==> src/verilog/qupls_consts.svh <==
`ifndef QUPLS_CONSTS_SVH
`define QUPLS_CONSTS_SVH

// ============================================================
// Fetch front end sizing
// ============================================================

// Bytes in one instruction line as read from the instruction memory
`define QUPLS_LINE_BYTES 64

// Width of the program counter
`define QUPLS_PC_W 32

// Width of one decoded instruction length in bytes
`define QUPLS_LEN_W 5

// Number of chained instruction lengths decoded from each line
`define QUPLS_NSLOT 6

// Entries held by each fetch queue
`define QUPLS_QUEUE_DEPTH 4

// Width of a line address, which is the PC with the byte offset dropped
`define QUPLS_LINE_ADDR_W 26

`endif

==> src/verilog/qupls_fetch_pkg.sv <==
`include "qupls_consts.svh"

// ============================================================
// Types that describe the fetch side of the front end
// ============================================================

package qupls_fetch_pkg;

	// Program counter as carried through fetch and decode
	typedef logic [`QUPLS_PC_W-1:0] pc_address_t;

	// One fetched line together with the PC that requested it
	// The PC keeps its byte offset so the decoder knows where the first
	// instruction starts within the line
	typedef struct packed {
		pc_address_t pc;
		// Byte 0 of the line sits in the low eight bits
		logic [`QUPLS_LINE_BYTES*8-1:0] line;
	} fetch_line_t;

endpackage

==> src/verilog/qupls_decode_pkg.sv <==
`include "qupls_consts.svh"

// ============================================================
// Types that describe the decode side of the front end
// ============================================================

package qupls_decode_pkg;

	// Length of one instruction in bytes, which is 2, 4, 6 or 8
	typedef logic [`QUPLS_LEN_W-1:0] ins_len_t;

	// A decoded group leaves the length decoder as one record
	// The line and PC travel along so later stages can extract the
	// instruction bytes without another memory read
	typedef struct packed {
		qupls_fetch_pkg::pc_address_t pc;
		// Raw line bytes with byte 0 in the low eight bits
		logic [`QUPLS_LINE_BYTES*8-1:0] line;
		// Slot 0 holds the instruction at the PC offset
		// Each higher slot holds the instruction that follows the slot below
		ins_len_t [`QUPLS_NSLOT-1:0] lengths;
	} len_group_t;

endpackage

==> src/verilog/qupls_fetch_queue.sv <==
`timescale 1ns/1ps
`include "qupls_consts.svh"

// ============================================================
// Fetch queue
// ============================================================

// Small synchronous FIFO built as a circular buffer
// The entry type is a parameter so the same queue holds fetched lines
// between fetcher and decoder and decoded groups at the output
module qupls_fetch_queue #(
	parameter type entry_t = logic
) (
	input  logic                                clk,
	input  logic                                rst_n_i,
	input  logic                                push_i,
	input  entry_t                              data_i,
	input  logic                                pop_i,
	output entry_t                              data_o,
	output logic                                empty_o,
	output logic                                full_o,
	output logic [$clog2(`QUPLS_QUEUE_DEPTH):0] free_o
);

	localparam int DEPTH = `QUPLS_QUEUE_DEPTH;
	localparam int PTR_W = $clog2(DEPTH);
	localparam int CNT_W = PTR_W + 1;

	// Entry storage
	entry_t mem [DEPTH];
	// Pointers wrap at the depth, which is a power of two
	logic [PTR_W-1:0] rd_ptr;
	logic [PTR_W-1:0] wr_ptr;
	// Occupancy needs one more bit than the pointers to tell full from empty
	logic [CNT_W-1:0] count;
	logic do_push;
	logic do_pop;

	// Requests that would overflow or underflow are dropped here
	assign do_push = push_i & ~full_o;
	assign do_pop = pop_i & ~empty_o;

	always_ff @(posedge clk) begin
		if (!rst_n_i) begin
			rd_ptr <= '0;
			wr_ptr <= '0;
			count <= '0;
		end else begin
			if (do_push) begin
				wr_ptr <= wr_ptr + 1'b1;
			end
			if (do_pop) begin
				rd_ptr <= rd_ptr + 1'b1;
			end
			// A push and a pop together leave the count as it is
			case ({do_push, do_pop})
				2'b10: count <= count + 1'b1;
				2'b01: count <= count - 1'b1;
				default: count <= count;
			endcase
		end
	end

	// Write the new entry at the tail
	always_ff @(posedge clk) begin
		if (do_push) begin
			mem[wr_ptr] <= data_i;
		end
	end

	// The head is read without a register so a pushed entry shows right after the edge
	assign data_o = mem[rd_ptr];
	assign empty_o = (count == '0);
	assign full_o = (count == CNT_W'(DEPTH));
	assign free_o = CNT_W'(DEPTH) - count;

endmodule

==> src/verilog/qupls_fetch_top.sv <==
`timescale 1ns/1ps
`include "qupls_consts.svh"

// ============================================================
// Fetch front end top level
// ============================================================

// Fetcher feeds the line queue, the decoder drains it into the group queue,
// and the outside pops groups from the group queue
module qupls_fetch_top (
	input  logic                                clk,
	input  logic                                rst_n_i,
	input  logic                                fetch_i,
	input  qupls_fetch_pkg::pc_address_t        pc_i,
	output logic                                fetch_ready_o,
	output logic [`QUPLS_LINE_ADDR_W-1:0]       mem_addr_o,
	output logic                                mem_rd_o,
	input  logic [`QUPLS_LINE_BYTES*8-1:0]      mem_data_i,
	output qupls_decode_pkg::len_group_t        group_o,
	output logic                                group_valid_o,
	input  logic                                group_pop_i
);

	// Between fetcher and line queue
	logic lq_push;
	logic lq_full;
	qupls_fetch_pkg::fetch_line_t lq_in;
	// Between line queue and decoder
	logic lq_pop;
	logic lq_empty;
	qupls_fetch_pkg::fetch_line_t lq_head;
	// Between decoder and group queue
	logic gq_push;
	logic gq_empty;
	logic [$clog2(`QUPLS_QUEUE_DEPTH):0] gq_free;
	qupls_decode_pkg::len_group_t gq_in;

	qupls_line_fetcher u_fetcher (
		.clk(clk), .rst_n_i(rst_n_i), .fetch_i(fetch_i), .pc_i(pc_i),
		.mem_data_i(mem_data_i), .full_i(lq_full), .fetch_ready_o(fetch_ready_o),
		.mem_rd_o(mem_rd_o), .mem_addr_o(mem_addr_o), .push_o(lq_push), .line_o(lq_in)
	);

	// The decoder pops by credit, so this queue's free count is not needed
	qupls_fetch_queue #(.entry_t(qupls_fetch_pkg::fetch_line_t)) u_line_queue (
		.clk(clk), .rst_n_i(rst_n_i), .push_i(lq_push), .data_i(lq_in), .pop_i(lq_pop),
		.data_o(lq_head), .empty_o(lq_empty), .full_o(lq_full), .free_o()
	);

	qupls_ins_lengths u_lengths (
		.clk(clk), .rst_n_i(rst_n_i), .line_i(lq_head), .empty_i(lq_empty),
		.free_i(gq_free), .pop_o(lq_pop), .push_o(gq_push), .group_o(gq_in)
	);

	// Credit flow keeps this queue from filling past its free count
	qupls_fetch_queue #(.entry_t(qupls_decode_pkg::len_group_t)) u_group_queue (
		.clk(clk), .rst_n_i(rst_n_i), .push_i(gq_push), .data_i(gq_in),
		.pop_i(group_pop_i), .data_o(group_o), .empty_o(gq_empty), .full_o(),
		.free_o(gq_free)
	);

	assign group_valid_o = ~gq_empty;

endmodule

==> src/verilog/qupls_ins_lengths.sv <==
`timescale 1ns/1ps
`include "qupls_consts.svh"

// ============================================================
// Instruction length decoder
// ============================================================

// Finds the lengths of consecutive instructions in one line over three stages
// Stage 1 decodes a candidate length at every byte of the line
// Stage 2 walks the first half of the slots starting at the PC offset
// Stage 3 walks the rest and forms the group that is pushed at its end
// Lines are only popped when the output queue is sure to have room for them
module qupls_ins_lengths (
	input  logic                                clk,
	input  logic                                rst_n_i,
	input  qupls_fetch_pkg::fetch_line_t        line_i,
	input  logic                                empty_i,
	input  logic [$clog2(`QUPLS_QUEUE_DEPTH):0] free_i,
	output logic                                pop_o,
	output logic                                push_o,
	output qupls_decode_pkg::len_group_t        group_o
);

	localparam int NBYTE = `QUPLS_LINE_BYTES;
	localparam int OFF_W = $clog2(NBYTE);
	localparam int HALF = `QUPLS_NSLOT / 2;
	localparam int CNT_W = $clog2(`QUPLS_QUEUE_DEPTH) + 1;

	// Length of the instruction whose opcode has the given two low bits
	// Opcode 0 to 3 maps to 2, 4, 6 and 8 bytes
	function automatic qupls_decode_pkg::ins_len_t decode_len(input logic [1:0] opc);
		decode_len = qupls_decode_pkg::ins_len_t'({1'b0, opc} + 3'd1) << 1;
	endfunction

	// Candidate lengths for every byte of the incoming line
	qupls_decode_pkg::ins_len_t [NBYTE-1:0] byte_len;

	// Stage 1 registers
	logic s1_v;
	qupls_fetch_pkg::fetch_line_t s1_line;
	qupls_decode_pkg::ins_len_t [NBYTE-1:0] s1_blen;

	// Stage 2 registers
	logic s2_v;
	qupls_fetch_pkg::fetch_line_t s2_line;
	qupls_decode_pkg::ins_len_t [NBYTE-1:0] s2_blen;
	qupls_decode_pkg::ins_len_t [HALF-1:0] s2_head;
	logic [OFF_W-1:0] s2_sum;

	// Stage 3 registers
	logic s3_v;
	qupls_decode_pkg::len_group_t s3_group;

	// Chaining results between the registers
	qupls_decode_pkg::ins_len_t [HALF-1:0] head_len;
	qupls_decode_pkg::ins_len_t [HALF-1:0] tail_len;
	logic [OFF_W-1:0] head_off;
	logic [OFF_W-1:0] head_sum;
	logic [OFF_W-1:0] tail_off;
	logic [CNT_W-1:0] in_flight;

	// Every line in a stage will be pushed, so it already owns an output slot
	assign in_flight = CNT_W'(s1_v) + CNT_W'(s2_v) + CNT_W'(s3_v);
	assign pop_o = ~empty_i & (free_i > in_flight);

	// Only the two low bits of each byte matter for the length
	always_comb begin
		for (int b = 0; b < NBYTE; b++) begin
			byte_len[b] = decode_len(line_i.line[b*8 +: 2]);
		end
	end

	// Walk the first slots from the PC byte offset
	// Offsets wrap within the line and never spill into the next one
	always_comb begin
		head_off = s1_line.pc[OFF_W-1:0];
		head_sum = '0;
		for (int i = 0; i < HALF; i++) begin
			head_len[i] = s1_blen[head_off];
			head_off = head_off + OFF_W'(head_len[i]);
			head_sum = head_sum + OFF_W'(head_len[i]);
		end
	end

	// Resume the walk where the first half ended
	always_comb begin
		tail_off = s2_line.pc[OFF_W-1:0] + s2_sum;
		for (int i = 0; i < HALF; i++) begin
			tail_len[i] = s2_blen[tail_off];
			tail_off = tail_off + OFF_W'(tail_len[i]);
		end
	end

	// Valid bits follow each line down the pipe
	always_ff @(posedge clk) begin
		if (!rst_n_i) begin
			s1_v <= 1'b0;
			s2_v <= 1'b0;
			s3_v <= 1'b0;
		end else begin
			s1_v <= pop_o;
			s2_v <= s1_v;
			s3_v <= s2_v;
		end
	end

	// Payload moves every cycle and is qualified by the valid bits
	always_ff @(posedge clk) begin
		s1_line <= line_i;
		s1_blen <= byte_len;
		s2_line <= s1_line;
		s2_blen <= s1_blen;
		s2_head <= head_len;
		s2_sum <= head_sum;
		s3_group.pc <= s2_line.pc;
		s3_group.line <= s2_line.line;
		// Upper slots come from this stage and lower slots from stage 2
		s3_group.lengths <= {tail_len, s2_head};
	end

	assign push_o = s3_v;
	assign group_o = s3_group;

endmodule

==> src/verilog/qupls_line_fetcher.sv <==
`timescale 1ns/1ps
`include "qupls_consts.svh"

// ============================================================
// Line fetcher
// ============================================================

// Takes one fetch request at a time and reads the aligned line for it
// The returned line is paired with the requesting PC and pushed into the
// fetch queue one cycle after the read strobe
module qupls_line_fetcher (
	input  logic                                clk,
	input  logic                                rst_n_i,
	input  logic                                fetch_i,
	input  qupls_fetch_pkg::pc_address_t        pc_i,
	input  logic [`QUPLS_LINE_BYTES*8-1:0]      mem_data_i,
	input  logic                                full_i,
	output logic                                fetch_ready_o,
	output logic                                mem_rd_o,
	output logic [`QUPLS_LINE_ADDR_W-1:0]       mem_addr_o,
	output logic                                push_o,
	output qupls_fetch_pkg::fetch_line_t        line_o
);

	// Number of PC bits that address a byte within a line
	localparam int OFF_W = $clog2(`QUPLS_LINE_BYTES);

	// High in the cycle that the read strobe is out
	logic rd_q;
	// High in the cycle that the memory returns the line
	logic wait_q;
	// PC of the request being served
	qupls_fetch_pkg::pc_address_t pc_q;
	logic accept;

	// A new request is taken only when nothing is pending and the queue has room
	// Since only this block pushes, the room seen here is still there at the push
	assign fetch_ready_o = ~rd_q & ~wait_q & ~full_i;
	assign accept = fetch_i & fetch_ready_o;

	// The read and return phases each last one cycle
	always_ff @(posedge clk) begin
		if (!rst_n_i) begin
			rd_q <= 1'b0;
			wait_q <= 1'b0;
		end else begin
			rd_q <= accept;
			wait_q <= rd_q;
		end
	end

	// Hold the PC until the line comes back
	always_ff @(posedge clk) begin
		if (accept) begin
			pc_q <= pc_i;
		end
	end

	// The memory is addressed by line so the byte offset is dropped
	assign mem_rd_o = rd_q;
	assign mem_addr_o = pc_q[`QUPLS_PC_W-1:OFF_W];

	// The line is valid during the return cycle and the queue captures it
	assign push_o = wait_q;
	assign line_o = '{pc: pc_q, line: mem_data_i};

endmodule
==> config.mk <==
export PLATFORM = sky130hd
export DESIGN_NAME = qupls_fetch_top
export DESIGN_NICKNAME = d
export VERILOG_FILES = /design/src/verilog/qupls_fetch_pkg.sv /design/src/verilog/qupls_decode_pkg.sv /design/src/verilog/qupls_fetch_queue.sv /design/src/verilog/qupls_fetch_top.sv /design/src/verilog/qupls_ins_lengths.sv /design/src/verilog/qupls_line_fetcher.sv
export VERILOG_INCLUDE_DIRS = /design/src /design/src/verilog
export SDC_FILE = /design/constraint.sdc
export NUM_CORES = 2
export LEC_CHECK = 0
export BUFFER_PORTS_ARGS = -buffer_cell sky130_fd_sc_hd__buf_2
export CAP_MARGIN = 10
export CELL_PAD_IN_SITES_DETAIL_PLACEMENT = 1
export CELL_PAD_IN_SITES_GLOBAL_PLACEMENT = 1
export CORE_UTILIZATION = 55
export CTS_BUF_LIST = sky130_fd_sc_hd__clkbuf_16
export CTS_CLUSTER_SIZE = 25
export DETAILED_ROUTE_END_ITERATION = 10
export PLACE_DENSITY_LB_ADDON = 0.1
export SLEW_MARGIN = 20
export SYNTH_ARGS = -nofsm -noshare
export SYNTH_HDL_FRONTEND = slang
export SYNTH_MEMORY_MAX_BITS = 65536
export SYNTH_SLANG_ARGS = --single-unit
==> constraint.sdc <==
create_clock -name clk -period 42.9 [get_ports clk]
set_input_delay 2.145 -clock clk [delete_from_list [all_inputs] [get_ports clk]]
set_output_delay 2.145 -clock clk [all_outputs]
set_load 0.02 [all_outputs]
# ---- Yosys cells after proc, flatten, opt, wreduce, memory -nomap -nowiden
# Memory sizes are Yosys's and may differ from the RTL's. A register that Yosys moved wholly into a read port is not among the register bits.
# Cells that the tools add are included.
dict set report totals {
  mem_bits_ro 0
  register_bits 2246
  wordCells 293
  inputBits 548
  mem_bits_rw 4472
  memories 2
  latch_bits 0
}
# name words width read_ports rd_ports_with_merged_regs wr line
set mem_list {}
lappend mem_list {u_group_queue.mem 4 574 1 1 1 qupls_fetch_queue.sv:30} ;# entry_t mem [DEPTH];
lappend mem_list {u_line_queue.mem 4 544 1 1 1 qupls_fetch_queue.sv:30}
dict set report op_classes {
  eq_ne 6
  n_reduce_logical 4
  mul 0
  n_bitwise 14
  div_mod_pow 0
  add_sub_neg 82
  n_lt_le_gt_ge 7
  mux 22
  shifts 0
}
# cell n
set op_table {}
lappend op_table {{adder 2 x 1 -> 3 bit, second input constant} 64}
lappend op_table {{binary-select mux 5 bit (select 6 bit)} 6}
lappend op_table {{< comparator 6 x 7 -> 1 bit, second input constant} 6}
lappend op_table {{adder 6 x 5 -> 6 bit} 5}
lappend op_table {{2-to-1 mux 5 bit} 6}
lappend op_table {{one-hot mux 3 bit (2 select lines)} 2}
lappend op_table {{adder 2 x 1 -> 2 bit, second input constant} 4}
lappend op_table {{bitwise AND 1 bit} 8}
lappend op_table {{2-to-1 mux 2 bit} 4}
lappend op_table {{adder 3 x 1 -> 3 bit, second input constant} 2}
lappend op_table {{adder 5 x 5 -> 6 bit} 1}
lappend op_table {{adder 6 bit} 1}
lappend op_table {{== test 3 bit, second input constant} 2}
lappend op_table {{zero test 3 bit} 2}
lappend op_table {{inverter 1 bit} 6}
lappend op_table {{subtractor 3 x 1 -> 3 bit, second input constant} 2}
lappend op_table {{== test 2 x 1 -> 1 bit, second input constant} 2}
lappend op_table {{== test 2 bit, second input constant} 2}
lappend op_table {{2-to-1 mux 1 bit} 4}
lappend op_table {{nonzero test 2 bit} 2}
lappend op_table {{adder 3 x 1 -> 3 bit} 1}
lappend op_table {{> comparator 3 bit} 1}
lappend op_table {{subtractor 3 bit, first input constant} 1}
lappend op_table {{adder 1 x 1 -> 2 bit} 1}

# ---- Logic depth before layout (Yosys ltp)
dict set report logic_depth {
  depth_word 9
  ltp_mapped 27
}

# ---- Hierarchy
# A second synthesis with hierarchy kept.
dict set report unflattened {
  hier_cells 9432
  area_unflattened_um2 219981.0
}
# module instances cells_each area_each_um2 seq_area_each_um2
set modules_own_cells {}
lappend modules_own_cells {{qupls_fetch_queue (u_group_queue)} 1 3051 83896.7 69126.3}
lappend modules_own_cells {{qupls_fetch_queue (u_line_queue)} 1 2895 78811.8 65522.8}
lappend modules_own_cells {qupls_ins_lengths 1 2909 52196.3 41059.4}
lappend modules_own_cells {qupls_line_fetcher 1 576 5072.4 1001.0}
lappend modules_own_cells {qupls_fetch_top 1 1 3.8 0.0}

# ---- Worst setup path before layout
# No wires, ideal clock.
dict set report synth_timing {
  path_type {register to register}
  startpoint {register u_group_queue.count[0]}
  endpoint {memory u_group_queue.mem[0][100] (netlist name), enable pin}
  period_less_slack_ns 14.839
  arrival_ns 13.838
  t_required_ns 41.899
  stages_incl_launch_ff 7
  path_slack_ns 28.061
  path_cell_list {dfxtp_1 inv_1 ha_1 ha_1 nor2b_1 clkbuf_1 and2_1}
}
dict set report synth_via {
  elab_chain_len 5
}
# element line
set synth_lines {}
lappend synth_lines {{start, declared} qupls_fetch_queue.sv:35} ;# logic [CNT_W-1:0] count;
lappend synth_lines {{start signal, assigned} qupls_fetch_queue.sv:57} ;# 2'b10: count <= count + 1'b1;
lappend synth_lines {{start signal, assigned} qupls_fetch_queue.sv:58} ;# 2'b01: count <= count - 1'b1;
lappend synth_lines {{start signal, assigned} qupls_fetch_queue.sv:59} ;# default: count <= count;
lappend synth_lines {{== test 3 bit} qupls_fetch_queue.sv:74} ;# assign full_o = (count == CNT_W'(DEPTH));
lappend synth_lines {{inverter 1 bit} qupls_fetch_queue.sv:40} ;# assign do_push = push_i & ~full_o;
lappend synth_lines {{bitwise AND 1 bit} qupls_fetch_queue.sv:40}
lappend synth_lines {{2-to-1 mux 1 bit} qupls_fetch_queue.sv:66} ;# if (do_push) begin
lappend synth_lines {{2-to-1 mux 1 bit (not written as such)} qupls_fetch_queue.sv:67} ;# mem[wr_ptr] <= data_i;
lappend synth_lines {{end, declared} qupls_fetch_queue.sv:30}
# No other way between the ends.

==> results.tsv <==
metric	value	unit
drc	0	
placement.io_buffers	1138	
ff2ff_path_depth	24	
cts_tree	built	
async_flop_share	0	
yosys.area_share.xor_xnor	0.001410	
cts_hold_buf	0	
cts_resized	0	
period_share	0.2771	
path_class	flop to flop	
grt_usage	0.2506	
cts_made_buffers	636	
grt_remaining_overflow	0	
wire_per_inst	30.54	um
rsz0062_at_grt	no	
r2r-start	u_lengths.s1_line[512]	
slew_headroom	0.1743	
status	finished clean	
drive_gt1_frac	0.3317	
dr.first_iter.drc_count	7427	
die_area	389800	um^2
ios	1151	
synth.avg_cell_area	24.37	um^2
cts.reportedPaths.clkPinSlew	0.06	ns
initial_core_util	0.5524	
cts_setup_buffers	0	
vias_per_cell	5.723	
routabilityCongestion	0.8527	
clock_tree.buffer_depth	4	
hold_class	flop to flop	
first_global_vias	98180	
cp.required	43.83	ns
fmax	0.08412	GHz
area_delta_synth_final	14.91	%
crit_fanout	38	
finalHoldViolCount	0	
clock-root-buffer	clkbuf_16	
synthSimpleGateAreaFrac	0.001462	
firstDrtPassIters	5	
core.rowCount	228	
nets	10960	
muxShareOfSynthArea	0.1566	
synth_compound_gate_area_share	0.001697	
syn_inst	8742	
synth_largest_area_cell	edfxtp_1	
ys.flop_type	edfxtp_1	
ys_ff_latch	6527	
synth_fa_ha_area_frac	0.007059	
arrival	12.82	ns
finalCriticalPeriod	11.89	ns
vias	92090	
cts.htree.levels	6	
postRouteAntennaNets	0	
final.setup.tns	0	ns
clock_skew	0.03636	ns
ys_seq_area_frac	0.8227	
setup-violations-final	0	
synth_edf_count	4456	
r2r_end	u_lengths.s2_sum[4]	
die_h	624.4	um
cts_sinks	6527	
grt_pass1_wl	703100	um
synth_commonest_cells	edfxtp_1, dfxtp_1, mux4_2, buf_1, clkbuf_1	
hpwl	307900	um
antenna_found_initial	219	
crit_path_end_kind	flop	
crit_end	u_lengths.s2_sum[4]	
slew_violations	0	
startpoint_type	flop	
rrSetupSlack	31.01	ns
core	385700	um^2
grt_max_degree	127	
synth_area_leaders	edfxtp_1, dfxtp_1, mux4_2	
die_x	624.4	um
ys_types	38	
yosysMostFrequentCell	edfxtp_1	
synth_top_family_by_area	multiplexers	
synth_top_area_share	0.6281	
cp-startpoint	u_lengths.s1_line[512]	
wl	491400	um
ys_warn_count	0	
worstMarginPinSlew	1.239	ns
clock_latency	1.06	ns
drv_cap	0	
syn_area	213000	um^2
fillCellCount	30700	
## sequential cells by signal, indices dropped and copies added, names as in the netlist, 2 cells and up, named ones only
register / flops
u_group_queue.rd_ptr: 2
u_lengths.s2_sum: 5
u_line_queue.wr_ptr: 2
u_lengths.s1_line: 544
u_line_queue.mem: 2176
u_group_queue.mem: 2248
u_group_queue.wr_ptr: 2
u_lengths.s2_head: 9
u_group_queue.count: 3
u_lengths.s1_blen: 192
u_line_queue.count: 3
u_line_queue.rd_ptr: 2
u_fetcher.pc_q: 32
u_lengths.s2_blen: 192
u_lengths.s2_line: 544
u_lengths.group_o: 562
## worst min path at each step
stage	cells past startpoint	startpoint	endpoint	slack, ns
after floorplan	0	u_lengths.s2_line[70]	u_lengths.group_o[100]	0.31
after global routing	0	u_lengths.s2_line[83]	u_lengths.group_o[113]	0.31
after global placement	0	u_lengths.s1_line[106]	u_lengths.s2_line[106]	0.31
after CTS	0	u_lengths.s2_line[83]	u_lengths.group_o[113]	0.30
after detailed placement	0	u_lengths.s2_line[421]	u_lengths.group_o[451]	0.31
final	0	u_lengths.s1_line[185]	u_lengths.s2_line[185]	0.30
## cells by family (layout without fill, tap and decap cells)
logic type / after synthesis / after routing
flip-flops: 6527 / 6527
multiplexers: 1506 / 1506
buffers and inverters: 455 / 2536
adder cells (fa/ha/maj): 113 / 113
AND/OR/NAND/NOR: 57 / 57
AO/OA/AOI/OAI: 53 / 53
XOR/XNOR: 30 / 30
other: 1 / 93
## cell type report
cell class	instances	area (um^2)	area share
diodes	81	202.7	0.0008280
repair buffers	1272	6955	0.02841
multi-input cells	1771	35960	0.1469
well taps	5175	6475	0.02645
clock inverters	515	3060	0.01250
flip-flops and latches	6527	175300	0.7161
inverters	89	334.1	0.001365
clock buffers	660	16520	0.06747
## critical path, cell delays in order (launching register included)
cell     delay, ns
dfxtp_4       0.64
buf_4         0.64
buf_4         0.68
mux4_2        0.60
mux4_2        0.55
mux4_2        0.53
ha_1          0.26
fa_1          1.13
buf_4         0.53
mux4_2        0.31
mux4_2        0.28
mux2i_1       0.08
o21ai_0       0.40
ha_1          0.26
inv_1         0.08
fa_2          1.20
buf_4         0.55
mux4_2        0.41
mux4_2        0.57
mux4_2        0.51
fa_1          0.53
ha_1          0.18
inv_1         0.07
fa_1          0.43
xnor2_1       0.15
## through the flow
| step | worst slack, ns | utilization | instances | hold slack, ns | area (um^2) |
|---|---|---|---|---|---|
| floorplan | 28.06 | - | 8753 | 0.3096 | 213100 |
| global placement | 31.17 | 0.5834 | 14830 | 0.3097 | 225000 |
| detailed placement | 30.97 | 0.5834 | 14830 | 0.3132 | 225000 |
| CTS | 30.95 | 0.6342 | 16010 | 0.3037 | 244600 |
| global route | 30.44 | 0.6345 | 16050 | 0.3127 | 244700 |
| finish | 31.01 | 0.6347 | 16090 | 0.3022 | 244800 |
## cell usage in the layout (no fill, tap or decap), types with 12 or more instances in the layout
cell type / instances
bufinv_16: 25
buf_2: 1138
clkinv_2: 93
clkbuf_16: 660
mux2i_1: 33
mux4_2: 1460
buf_12: 20
edfxtp_1: 4456
nand2_1: 12
and2_1: 19
mux2_2: 13
buf_4: 113
dfxtp_1: 2063
conb_1: 12
ha_1: 101
diode_2: 81
o21ai_0: 14
inv_1: 284
clkinv_1: 160
xnor2_1: 17
inv_6: 14
## routing by layer
layer	GRT usage	vias to the layer above	wire, um	part of all wire
met1	0.3267	49230	192800	0.39
met3	0.06762	943	36960	0.075
met4	0.08342	84	15670	0.032
met5	0	-	526	0.0011
met2	0.4125	2915	245400	0.50
li1	-	38920	-	-
Power is not shown: default switching activity piles up to over one toggle a cycle in this logic, so the estimate is an artifact.
